<file path="src/hw/hello_pkg.sv">
// shared constants for the hello beacon; clocks-per-bit must be at least 2 and the greeting is exactly MSG_LENGTH bytes
package hello_pkg;

	//////////////////////////////////////////////////
	// baud and character widths
	//////////////////////////////////////////////////

	// clocks-per-bit as presented on the setting ports
	localparam int BAUD_WIDTH = 24;
	// four bits wider than the setting so that sixteen bit times still fit
	localparam int BAUD_COUNT_WIDTH = 28;

	typedef logic [7:0] byte_t;
	typedef logic [BAUD_WIDTH-1:0] baud_t;

	// word length code, 0 sends eight data bits and 3 sends only five
	typedef logic [1:0] data_bits_t;

	// frame states
	// the data states count up to BIT_SEVEN, so a shorter word simply starts later
	// in the sequence, and bit 3 of the code tells data states from the rest
	typedef enum logic [3:0] {
		BIT_ZERO    = 4'h0,
		BIT_ONE     = 4'h1,
		BIT_TWO     = 4'h2,
		BIT_THREE   = 4'h3,
		BIT_FOUR    = 4'h4,
		BIT_FIVE    = 4'h5,
		BIT_SIX     = 4'h6,
		BIT_SEVEN   = 4'h7,
		PARITY      = 4'h8,
		STOP        = 4'h9,
		SECOND_STOP = 4'ha,
		BREAK       = 4'he,
		IDLE        = 4'hf
	} tx_state_t;

	//////////////////////////////////////////////////
	// greeting
	//////////////////////////////////////////////////

	localparam int MSG_LENGTH = 16;
	localparam int MSG_INDEX_WIDTH = 4;

	// the last two entries are carriage return and line feed
	localparam byte_t MESSAGE [0:MSG_LENGTH-1] = '{
		"H", "e", "l", "l", "o", ",", " ", "W",
		"o", "r", "l", "d", "!", " ", 8'h0d, 8'h0a
	};

	//////////////////////////////////////////////////
	// timing constants
	//////////////////////////////////////////////////

	// the greeting repeats every 2^TRIGGER_WIDTH clocks
	localparam int TRIGGER_WIDTH = 14;
	// clocks from reset release to the first greeting
	localparam int TRIGGER_LEAD = 16;
	// idle bit times after reset, also the hold interval while a break is asserted
	localparam int RESET_GUARD_BITS = 16;
	// idle bit times after a break is released, before busy drops
	localparam int BREAK_TAIL_BITS = 4;
	// the led stays lit for 2^(LED_WIDTH-1) clocks after the line was last low
	localparam int LED_WIDTH = 25;

endpackage

</file>
<file path="src/hw/hello_uart_top.sv">
// hello beacon top level; settings reach the line only between frames and o_led is active high
`timescale 1ns/1ps

module hello_uart_top import hello_pkg::*; (
	input  logic       i_clk,
	input  logic       i_reset,
	input  logic       i_break,
	input  logic       i_cts_n,
	input  baud_t      i_clocks_per_baud,
	input  data_bits_t i_data_bits,
	input  logic       i_two_stop,
	input  logic       i_parity_en,
	input  logic       i_parity_fixed,
	input  logic       i_parity_sel,
	input  logic       i_hw_flow,
	output logic       o_uart_tx,
	output logic       o_led
);

	logic                 tx_wr;
	byte_t                tx_data;
	logic                 tx_busy;
	logic                 tx_line;
	logic [LED_WIDTH-1:0] led_ctr;

	//////////////////////////////////////////////////
	// source and transmitter
	//////////////////////////////////////////////////

	message_source u_source (
		.i_clk   (i_clk),
		.i_reset (i_reset),
		.i_busy  (tx_busy),
		.o_wr    (tx_wr),
		.o_data  (tx_data)
	);

	uart_frame_tx u_tx (
		.i_clk             (i_clk),
		.i_reset           (i_reset),
		.i_break           (i_break),
		.i_wr              (tx_wr),
		.i_data            (tx_data),
		.i_cts_n           (i_cts_n),
		.i_clocks_per_baud (i_clocks_per_baud),
		.i_data_bits       (i_data_bits),
		.i_two_stop        (i_two_stop),
		.i_parity_en       (i_parity_en),
		.i_parity_fixed    (i_parity_fixed),
		.i_parity_sel      (i_parity_sel),
		.i_hw_flow         (i_hw_flow),
		.o_uart_tx         (tx_line),
		.o_busy            (tx_busy)
	);

	assign o_uart_tx = tx_line;

	//////////////////////////////////////////////////
	// activity led
	//////////////////////////////////////////////////

	// any low bit on the line restarts the count, the top bit ends the glow
	// and the counter then sits at all ones until the line moves again
	always_ff @(posedge i_clk)
		if (i_reset)
			led_ctr <= '1;
		else if (!tx_line)
			led_ctr <= '0;
		else if (led_ctr != {LED_WIDTH{1'b1}})
			led_ctr <= led_ctr + LED_WIDTH'(1);

	assign o_led = !led_ctr[LED_WIDTH-1];

endmodule

</file>
<file path="src/hw/message_source.sv">
// greeting source; waits on i_busy without limit, so a held break or clear-to-send only delays the text
`timescale 1ns/1ps

module message_source import hello_pkg::*; (
	input  logic  i_clk,
	input  logic  i_reset,
	input  logic  i_busy,
	output logic  o_wr,
	output byte_t o_data
);

	logic [TRIGGER_WIDTH-1:0]   trigger_ctr;
	logic [MSG_INDEX_WIDTH-1:0] msg_index;
	logic                       accept;
	logic                       last_char;

	//////////////////////////////////////////////////
	// repeat trigger
	//////////////////////////////////////////////////

	// starts TRIGGER_LEAD counts short of all ones so the first greeting
	// goes out soon after reset, then the counter simply wraps
	always_ff @(posedge i_clk)
		if (i_reset)
			trigger_ctr <= {TRIGGER_WIDTH{1'b1}} - TRIGGER_WIDTH'(TRIGGER_LEAD);
		else
			trigger_ctr <= trigger_ctr + TRIGGER_WIDTH'(1);

	//////////////////////////////////////////////////
	// character stepping
	//////////////////////////////////////////////////

	// the transmitter takes the character on any cycle with strobe high and busy low
	assign accept = o_wr && !i_busy;
	assign last_char = (msg_index == MSG_INDEX_WIDTH'(MSG_LENGTH - 1));

	// the index wraps to zero after the line feed
	always_ff @(posedge i_clk)
		if (i_reset)
			msg_index <= '0;
		else if (accept)
			msg_index <= msg_index + MSG_INDEX_WIDTH'(1);

	// one cycle behind the index, which is early enough because busy
	// covers a whole frame after each acceptance
	always_ff @(posedge i_clk)
		o_data <= MESSAGE[msg_index];

	// strobe stays up for the whole greeting and drops after the final character
	always_ff @(posedge i_clk)
		if (i_reset)
			o_wr <= 1'b0;
		else if (&trigger_ctr)
			o_wr <= 1'b1;
		else if (accept && last_char)
			o_wr <= 1'b0;

endmodule

</file>
<file path="src/hw/uart_baud_timer.sv">
// bit timer for the transmitter; i_clocks_per_baud must be at least 2 and held stable outside IDLE
`timescale 1ns/1ps

module uart_baud_timer import hello_pkg::*; (
	input  logic      i_clk,
	input  logic      i_reset,
	input  logic      i_break,
	input  baud_t     i_clocks_per_baud,
	input  tx_state_t i_state,
	input  logic      i_start,
	output logic      o_bit_tick
);

	//////////////////////////////////////////////////
	// reload values
	//////////////////////////////////////////////////

	logic [BAUD_COUNT_WIDTH-1:0] baud_counter;
	logic [BAUD_COUNT_WIDTH-1:0] bit_count;
	logic [BAUD_COUNT_WIDTH-1:0] guard_count;
	logic [BAUD_COUNT_WIDTH-1:0] tail_count;
	logic                        bit_tick;

	// one bit time, minus the cycle spent on the tick itself
	assign bit_count = BAUD_COUNT_WIDTH'(i_clocks_per_baud) - BAUD_COUNT_WIDTH'(1);

	// long idle stretch after reset and while a break is held
	assign guard_count = BAUD_COUNT_WIDTH'(i_clocks_per_baud)
		* BAUD_COUNT_WIDTH'(RESET_GUARD_BITS);

	// short idle stretch once a break has been released
	assign tail_count = BAUD_COUNT_WIDTH'(i_clocks_per_baud)
		* BAUD_COUNT_WIDTH'(BREAK_TAIL_BITS);

	//////////////////////////////////////////////////
	// counter and tick flag
	//////////////////////////////////////////////////

	// the tick is registered from a compare against one, so it rises on the
	// very cycle the counter would have reached zero
	always_ff @(posedge i_clk)
	begin
		bit_tick <= (baud_counter == BAUD_COUNT_WIDTH'(1));
		if (i_reset || i_break)
		begin
			baud_counter <= guard_count;
			bit_tick <= 1'b0;
		end
		else if (i_state == BREAK)
		begin
			// break just released, the frame logic moves on to IDLE this cycle
			baud_counter <= tail_count;
			bit_tick <= 1'b0;
		end
		else if (!bit_tick)
			baud_counter <= baud_counter - BAUD_COUNT_WIDTH'(1);
		else if (i_state == IDLE)
		begin
			if (i_start)
			begin
				// start bit begins now and lasts one full bit time
				baud_counter <= bit_count;
				bit_tick <= 1'b0;
			end
			else
			begin
				// parked with the tick high so a write is taken at once
				baud_counter <= '0;
				bit_tick <= 1'b1;
			end
		end
		else
			baud_counter <= bit_count;
	end

	assign o_bit_tick = bit_tick;

endmodule

</file>
<file path="src/hw/uart_frame_tx.sv">
// uart transmitter without buffering; a write while o_busy is high is ignored and settings apply from the next frame
`timescale 1ns/1ps

module uart_frame_tx import hello_pkg::*; (
	input  logic       i_clk,
	input  logic       i_reset,
	input  logic       i_break,
	input  logic       i_wr,
	input  byte_t      i_data,
	input  logic       i_cts_n,
	input  baud_t      i_clocks_per_baud,
	input  data_bits_t i_data_bits,
	input  logic       i_two_stop,
	input  logic       i_parity_en,
	input  logic       i_parity_fixed,
	input  logic       i_parity_sel,
	input  logic       i_hw_flow,
	output logic       o_uart_tx,
	output logic       o_busy
);

	baud_t      r_clocks_per_baud;
	data_bits_t r_data_bits;
	logic       r_two_stop;
	logic       r_parity_en;
	logic       r_parity_fixed;
	logic       r_parity_sel;
	logic       r_hw_flow;
	logic       q_cts_n;
	logic       qq_cts_n;
	logic       ck_cts;
	tx_state_t  state;
	logic       r_busy;
	byte_t      lcl_data;
	logic       calc_parity;
	logic       bit_tick;
	logic       start;

	// a character is taken whenever the strobe meets a free transmitter
	assign start = i_wr && !r_busy;

	//////////////////////////////////////////////////
	// settings and clear-to-send
	//////////////////////////////////////////////////

	// the settings follow the ports only between frames
	always_ff @(posedge i_clk)
		if (state == IDLE)
		begin
			r_clocks_per_baud <= i_clocks_per_baud;
			r_data_bits <= i_data_bits;
			r_two_stop <= i_two_stop;
			r_parity_en <= i_parity_en;
			r_parity_fixed <= i_parity_fixed;
			r_parity_sel <= i_parity_sel;
			r_hw_flow <= i_hw_flow;
		end

	// two flops bring i_cts_n into this clock domain, a third forms the permission
	always_ff @(posedge i_clk)
	begin
		q_cts_n <= i_cts_n;
		qq_cts_n <= q_cts_n;
		ck_cts <= !qq_cts_n || !r_hw_flow;
	end

	uart_baud_timer u_baud_timer (
		.i_clk             (i_clk),
		.i_reset           (i_reset),
		.i_break           (i_break),
		.i_clocks_per_baud (r_clocks_per_baud),
		.i_state           (state),
		.i_start           (start),
		.o_bit_tick        (bit_tick)
	);

	//////////////////////////////////////////////////
	// frame state machine
	//////////////////////////////////////////////////

	// the state names the bit that goes out at the next tick, so during the
	// start bit the state already points at the first data bit
	always_ff @(posedge i_clk)
	begin
		if (i_reset)
		begin
			state <= IDLE;
			r_busy <= 1'b1;
		end
		else if (i_break)
		begin
			state <= BREAK;
			r_busy <= 1'b1;
		end
		else if (state == BREAK)
		begin
			// the timer loads the tail interval on this same cycle
			state <= IDLE;
			r_busy <= 1'b1;
		end
		else if (!bit_tick)
			r_busy <= 1'b1;
		else if (state == IDLE)
		begin
			if (start)
			begin
				r_busy <= 1'b1;
				// shorter words skip the low data states
				case (r_data_bits)
					2'b00: state <= BIT_ZERO;
					2'b01: state <= BIT_ONE;
					2'b10: state <= BIT_TWO;
					2'b11: state <= BIT_THREE;
				endcase
			end
			else
				r_busy <= !ck_cts;
		end
		else
		begin
			r_busy <= 1'b1;
			if (!state[3])
				state <= (state == BIT_SEVEN) ? (r_parity_en ? PARITY : STOP)
					: tx_state_t'(state + 4'd1);
			else if (state == PARITY)
				state <= STOP;
			else if (state == STOP)
				state <= r_two_stop ? SECOND_STOP : IDLE;
			else
				state <= IDLE;
		end
	end

	assign o_busy = r_busy;

	//////////////////////////////////////////////////
	// data, parity and line
	//////////////////////////////////////////////////

	// shifts right at each tick so bit 0 is always the next data bit
	always_ff @(posedge i_clk)
		if (!r_busy)
			lcl_data <= i_data;
		else if (bit_tick)
			lcl_data <= {1'b0, lcl_data[7:1]};

	// running xor of the bits actually sent, seeded with the select bit
	always_ff @(posedge i_clk)
		if (r_parity_fixed)
			calc_parity <= r_parity_sel;
		else if (bit_tick)
			calc_parity <= !state[3] ? (calc_parity ^ lcl_data[0]) : r_parity_sel;

	// low for break or start, data and parity at their ticks, high otherwise
	always_ff @(posedge i_clk)
		if (i_reset)
			o_uart_tx <= 1'b1;
		else if (i_break || start)
			o_uart_tx <= 1'b0;
		else if (state == BREAK)
			o_uart_tx <= 1'b1;
		else if (bit_tick)
		begin
			if (!state[3])
				o_uart_tx <= lcl_data[0];
			else if (state == PARITY)
				o_uart_tx <= calc_parity;
			else
				o_uart_tx <= 1'b1;
		end

endmodule

</file>
<file path="config.mk">
export PLATFORM = sky130hd
export DESIGN_NAME = hello_uart_top
export DESIGN_NICKNAME = d
export VERILOG_FILES = /design/src/hw/hello_pkg.sv /design/src/hw/hello_uart_top.sv /design/src/hw/message_source.sv /design/src/hw/uart_baud_timer.sv /design/src/hw/uart_frame_tx.sv
export SDC_FILE = /design/constraint.sdc
export NUM_CORES = 1
export LEC_CHECK = 0
export BUFFER_PORTS_ARGS = -buffer_cell sky130_fd_sc_hd__buf_2
export CAP_MARGIN = 20
export CORE_ASPECT_RATIO = 0.5
export CORE_MARGIN = 5
export CORE_UTILIZATION = 30
export CTS_BUF_LIST = sky130_fd_sc_hd__clkbuf_16
export DETAILED_ROUTE_END_ITERATION = 12
export PLACE_DENSITY = 0.49
export SYNTH_ARGS = -nofsm -noshare
export SYNTH_HDL_FRONTEND = slang
export SYNTH_SLANG_ARGS = --single-unit
export TNS_END_PERCENT = 10
</file>
<file path="constraint.sdc">
create_clock -name i_clk -period 3.06 [get_ports i_clk]
set_clock_uncertainty 0.2 [all_clocks]
set_input_delay 0.459 -clock i_clk [delete_from_list [all_inputs] [get_ports i_clk]]
set_output_delay 0.459 -clock i_clk [all_outputs]
set_load 0.005 [all_outputs]
</file>
==> flow_metrics.env <==
export IMPL_dp_hpwl_mm=10.4
export IMPL_rr_endpoint="u_tx.u_baud_timer.baud_counter[25]"
export IMPL_async_flop_share_pct=0
export IMPL_start_util_pct=30.3
export IMPL_htreeDepth=4
export IMPL_hp_class="in -> reg"
export IMPL_met1_usage_pct=16.1
export IMPL_top_usage_layer="met2"
export IMPL_ctsRootBufferMaster="clkbuf_16"
export IMPL_rows=38
export IMPL_drc=0
export IMPL_pwr_share_comb_pct=11.8
export IMPL_rsz0062_at_grt="no"
export IMPL_worstPathRequired_ps=3220
export IMPL_finalHoldViolCount=0
export IMPL_overflow=0
export IMPL_ys_seq_elements=128
export IMPL_status="finished, final reports clean"
export IMPL_cap_violations=0
export IMPL_port_buffers=36
export IMPL_placed_area_um2=7030
export IMPL_cts_buffers=17
export IMPL_cts_tree="yes"
export IMPL_clkSinkCount=128
export IMPL_p_leak_nw=2.90
export IMPL_grt_first_pass_wirelength_mm=25.2
export IMPL_ir_drop_v=0.000291
export IMPL_p_switching_w=0.00117
export IMPL_synth_area_um2=6510
export IMPL_fillers=2216
export IMPL_first_pass_iters=5
export IMPL_setup_tns_ps=0
export IMPL_hold_worst_slack_ps=18.2
export IMPL_use_met3_pct=3.06
export IMPL_synthDistinctLibCells=60
export IMPL_cts_setup_buffers=0
export IMPL_grt_max_degree=37
export IMPL_synth_avg_cell_area_um2=9.54
export IMPL_ys_warn_count=0
export IMPL_period_needed_ps=2530
export IMPL_nets=775
export IMPL_tightest_slew_ps=640
export IMPL_wl_mm=15.2
export IMPL_p_int_w=0.00338
export IMPL_stdcell_area_um2=7660
export IMPL_clock_path_buffers=2
export IMPL_place_inst=997
export IMPL_synthesis_nets=736
export IMPL_core_area_um2=21500
export IMPL_critPathArrivalTime_ps=2690
export IMPL_crit_start="u_tx.r_clocks_per_baud[0]"
export IMPL_syn_inst=683
export IMPL_diodes=0
export IMPL_power_density_nw_per_um2=594
export IMPL_grt_met2_usage_pct=21.0
export IMPL_grt_use_total_pct=12.5
export IMPL_worst_path_max_fanout=6
export IMPL_seqPwrFrac_pct=45.0
export IMPL_worst_setup_path_type="reg -> reg"
export IMPL_cp_endpoint="u_tx.u_baud_timer.baud_counter[25]"
export IMPL_slew_viol_final=0
export IMPL_drtAntennaViolNets=0
export IMPL_synthFlopType="dfxtp_1"
export IMPL_critPathLaunchType="register"
export IMPL_drtIter0Drc=331
export IMPL_max_freq_mhz=395
export IMPL_yosysSeqAreaShare_pct=45.3
export IMPL_num_vias=5062
export IMPL_synth_edf_count=39
export IMPL_r2r_cells=8
export IMPL_grt_pass1_vias=4947
export IMPL_clock_power_share_pct=43.2
export IMPL_final_setup_viol_count=0
export IMPL_dieArea_um2=24900
export IMPL_antenna_found_initial=0
export IMPL_final_cells=1035
export IMPL_p_sw_share_pct=25.7
export IMPL_place_congestion=0.821
export IMPL_synthToLayoutAreaGrowth_pct=17.6
export IMPL_die_x_um=218
export IMPL_finalCritPeriodShare_pct=82.8
export IMPL_ios=37
export IMPL_fp_dieH_um=114
export IMPL_via_per_inst=4.89
export IMPL_wl_per_cell_um=14.7
export IMPL_reg2reg_slack_ps=530
export IMPL_relSlewSlack_pct=57.0
export IMPL_drive_above_1_share_pct=15.4
export IMPL_r2r_start="u_tx.r_clocks_per_baud[0]"
export IMPL_end_kind="register"
export IMPL_clk_latency_ps=410
export IMPL_clk_pin_slew_worst_paths_ps=60
==> worst max-delay path: stages, from the launching register on <==
cell and delay [ps]:
edfxtp_1 460, inv_1 110, ha_1 170, nor3b_2 310, nand4_2 250, or4_1 560, a21oi_2 220, o21ai_1 90
nand3_1 90
==> timing repair <==
| action | in CTS | in global routing |
|---|---|---|
| hold endpoints to repair | 4 | 2 |
| setup endpoints to repair | 0 | 0 |
| hold buffers | 4 | 2 |
| resized for setup | 0 | 0 |
==> routing by layer <==
metal | vias up | wire [µm]
met5 | - | 0
met2 | 99 | 7220
met1 | 2407 | 7190
li1 | 2545 | -
met4 | 0 | 157
met3 | 11 | 626
==> layout by cell type, fill, tap and decap left out, types with 4 or more instances in the layout <==
master	n
nand3_1	23
nor3_1	27
mux2_2	11
ha_1	18
a21o_1	24
nand4_1	17
o221ai_1	12
buf_4	14
clkbuf_16	18
a21oi_1	29
xnor2_1	39
nand4b_1	5
dfxtp_1	89
nand2_1	49
buf_2	36
nor2_1	54
nand2b_1	13
o21ai_0	36
inv_1	21
edfxtp_1	39
nor4_1	13
o21ai_1	6
and4_1	4
dlygate4sd3_1	6
or2_2	7
xor2_1	35
nor4_2	5
and3_1	13
or3_1	4
a22o_1	5
==> kinds of logic (layout without fill, tap and decap cells) <==
family,count (synthesis),count (layout),share of synthesized area (%)
simple gates,253,253,21.4
mux,14,14,2.36
flops,128,128,45.3
compound gates,141,141,14.1
xor+xnor,74,74,9.95
fa+ha+maj,18,18,3.46
buf+inv,55,107,3.32
==> registers in the layout (all words and copies together) (netlist names), 2 cells and up <==
signal / flops
u_tx.r_data_bits: 2
u_tx.lcl_data: 7
u_tx.u_baud_timer.baud_counter: 28
u_tx.r_clocks_per_baud: 24
u_source.msg_index: 4
u_source.trigger_ctr: 14
led_ctr: 25
u_tx.state: 4
u_source.o_data: 7
==> cells in the mapped netlist (18+ instances only) <==
library cell  number  area, µm²
nand3_1           23        115
a21oi_1           29        145
dfxtp_1           89       1780
nor2_1            54        203
inv_1             19       71.3
nor3_1            27        135
a21o_1            24        180
o21ai_0           37        185
xor2_1            35        307
ha_1              18        225
xnor2_1           39        342
clkbuf_1          32        120
nand2_1           49        184
edfxtp_1          39       1170
==> worst min path at each step <==
stage                         from  slack (ps)                  end  cells after the start
finish                 i_parity_en          20     u_tx.r_parity_en                      1
global route        i_data_bits[1]        0.03  u_tx.r_data_bits[1]                      1
CTS                    i_parity_en         0.4     u_tx.r_parity_en                      1
detailed placement    u_tx.q_cts_n         110        u_tx.qq_cts_n                      0
global placement      u_tx.q_cts_n         110        u_tx.qq_cts_n                      0
floorplan             u_tx.q_cts_n         110        u_tx.qq_cts_n                      0
==> power by group through the flow <==
stage	Clock, W	Combinational, W	Sequential, W
global route	0.00210	0.000607	0.00207
finish	0.00196	0.000537	0.00205
floorplan	0	0.000421	0.00203
detailed placement	0	0.000532	0.00208
global placement	0	0.000527	0.00208
CTS	0.00203	0.000541	0.00205
==> per-stage QoR <==
stage          setup slack [ps]  utilization, %  total power (W)
2_1_floorplan               757               -          0.00246
3_3_place_gp                624            32.7          0.00261
3_5_place_dp                567            32.7          0.00261
6_report                    526            35.6          0.00455
5_1_grt                     262            35.6          0.00478
4_1_cts                     550            35.5          0.00461
==> final cells by class <==
| class | instances | area, µm² | share of cell area (%) |
|---|---|---|---|
| clock inverter | 14 | 121 | 1.58 |
| sequential | 128 | 2950 | 38.5 |
| tap | 300 | 375 | 4.90 |
| clock buffer | 18 | 450 | 5.88 |
| multi-input combinational | 500 | 3340 | 43.6 |
| timing repair buffer | 56 | 345 | 4.51 |
| inverter | 19 | 71.3 | 0.931 |
Power figures use the tool's default switching activity.
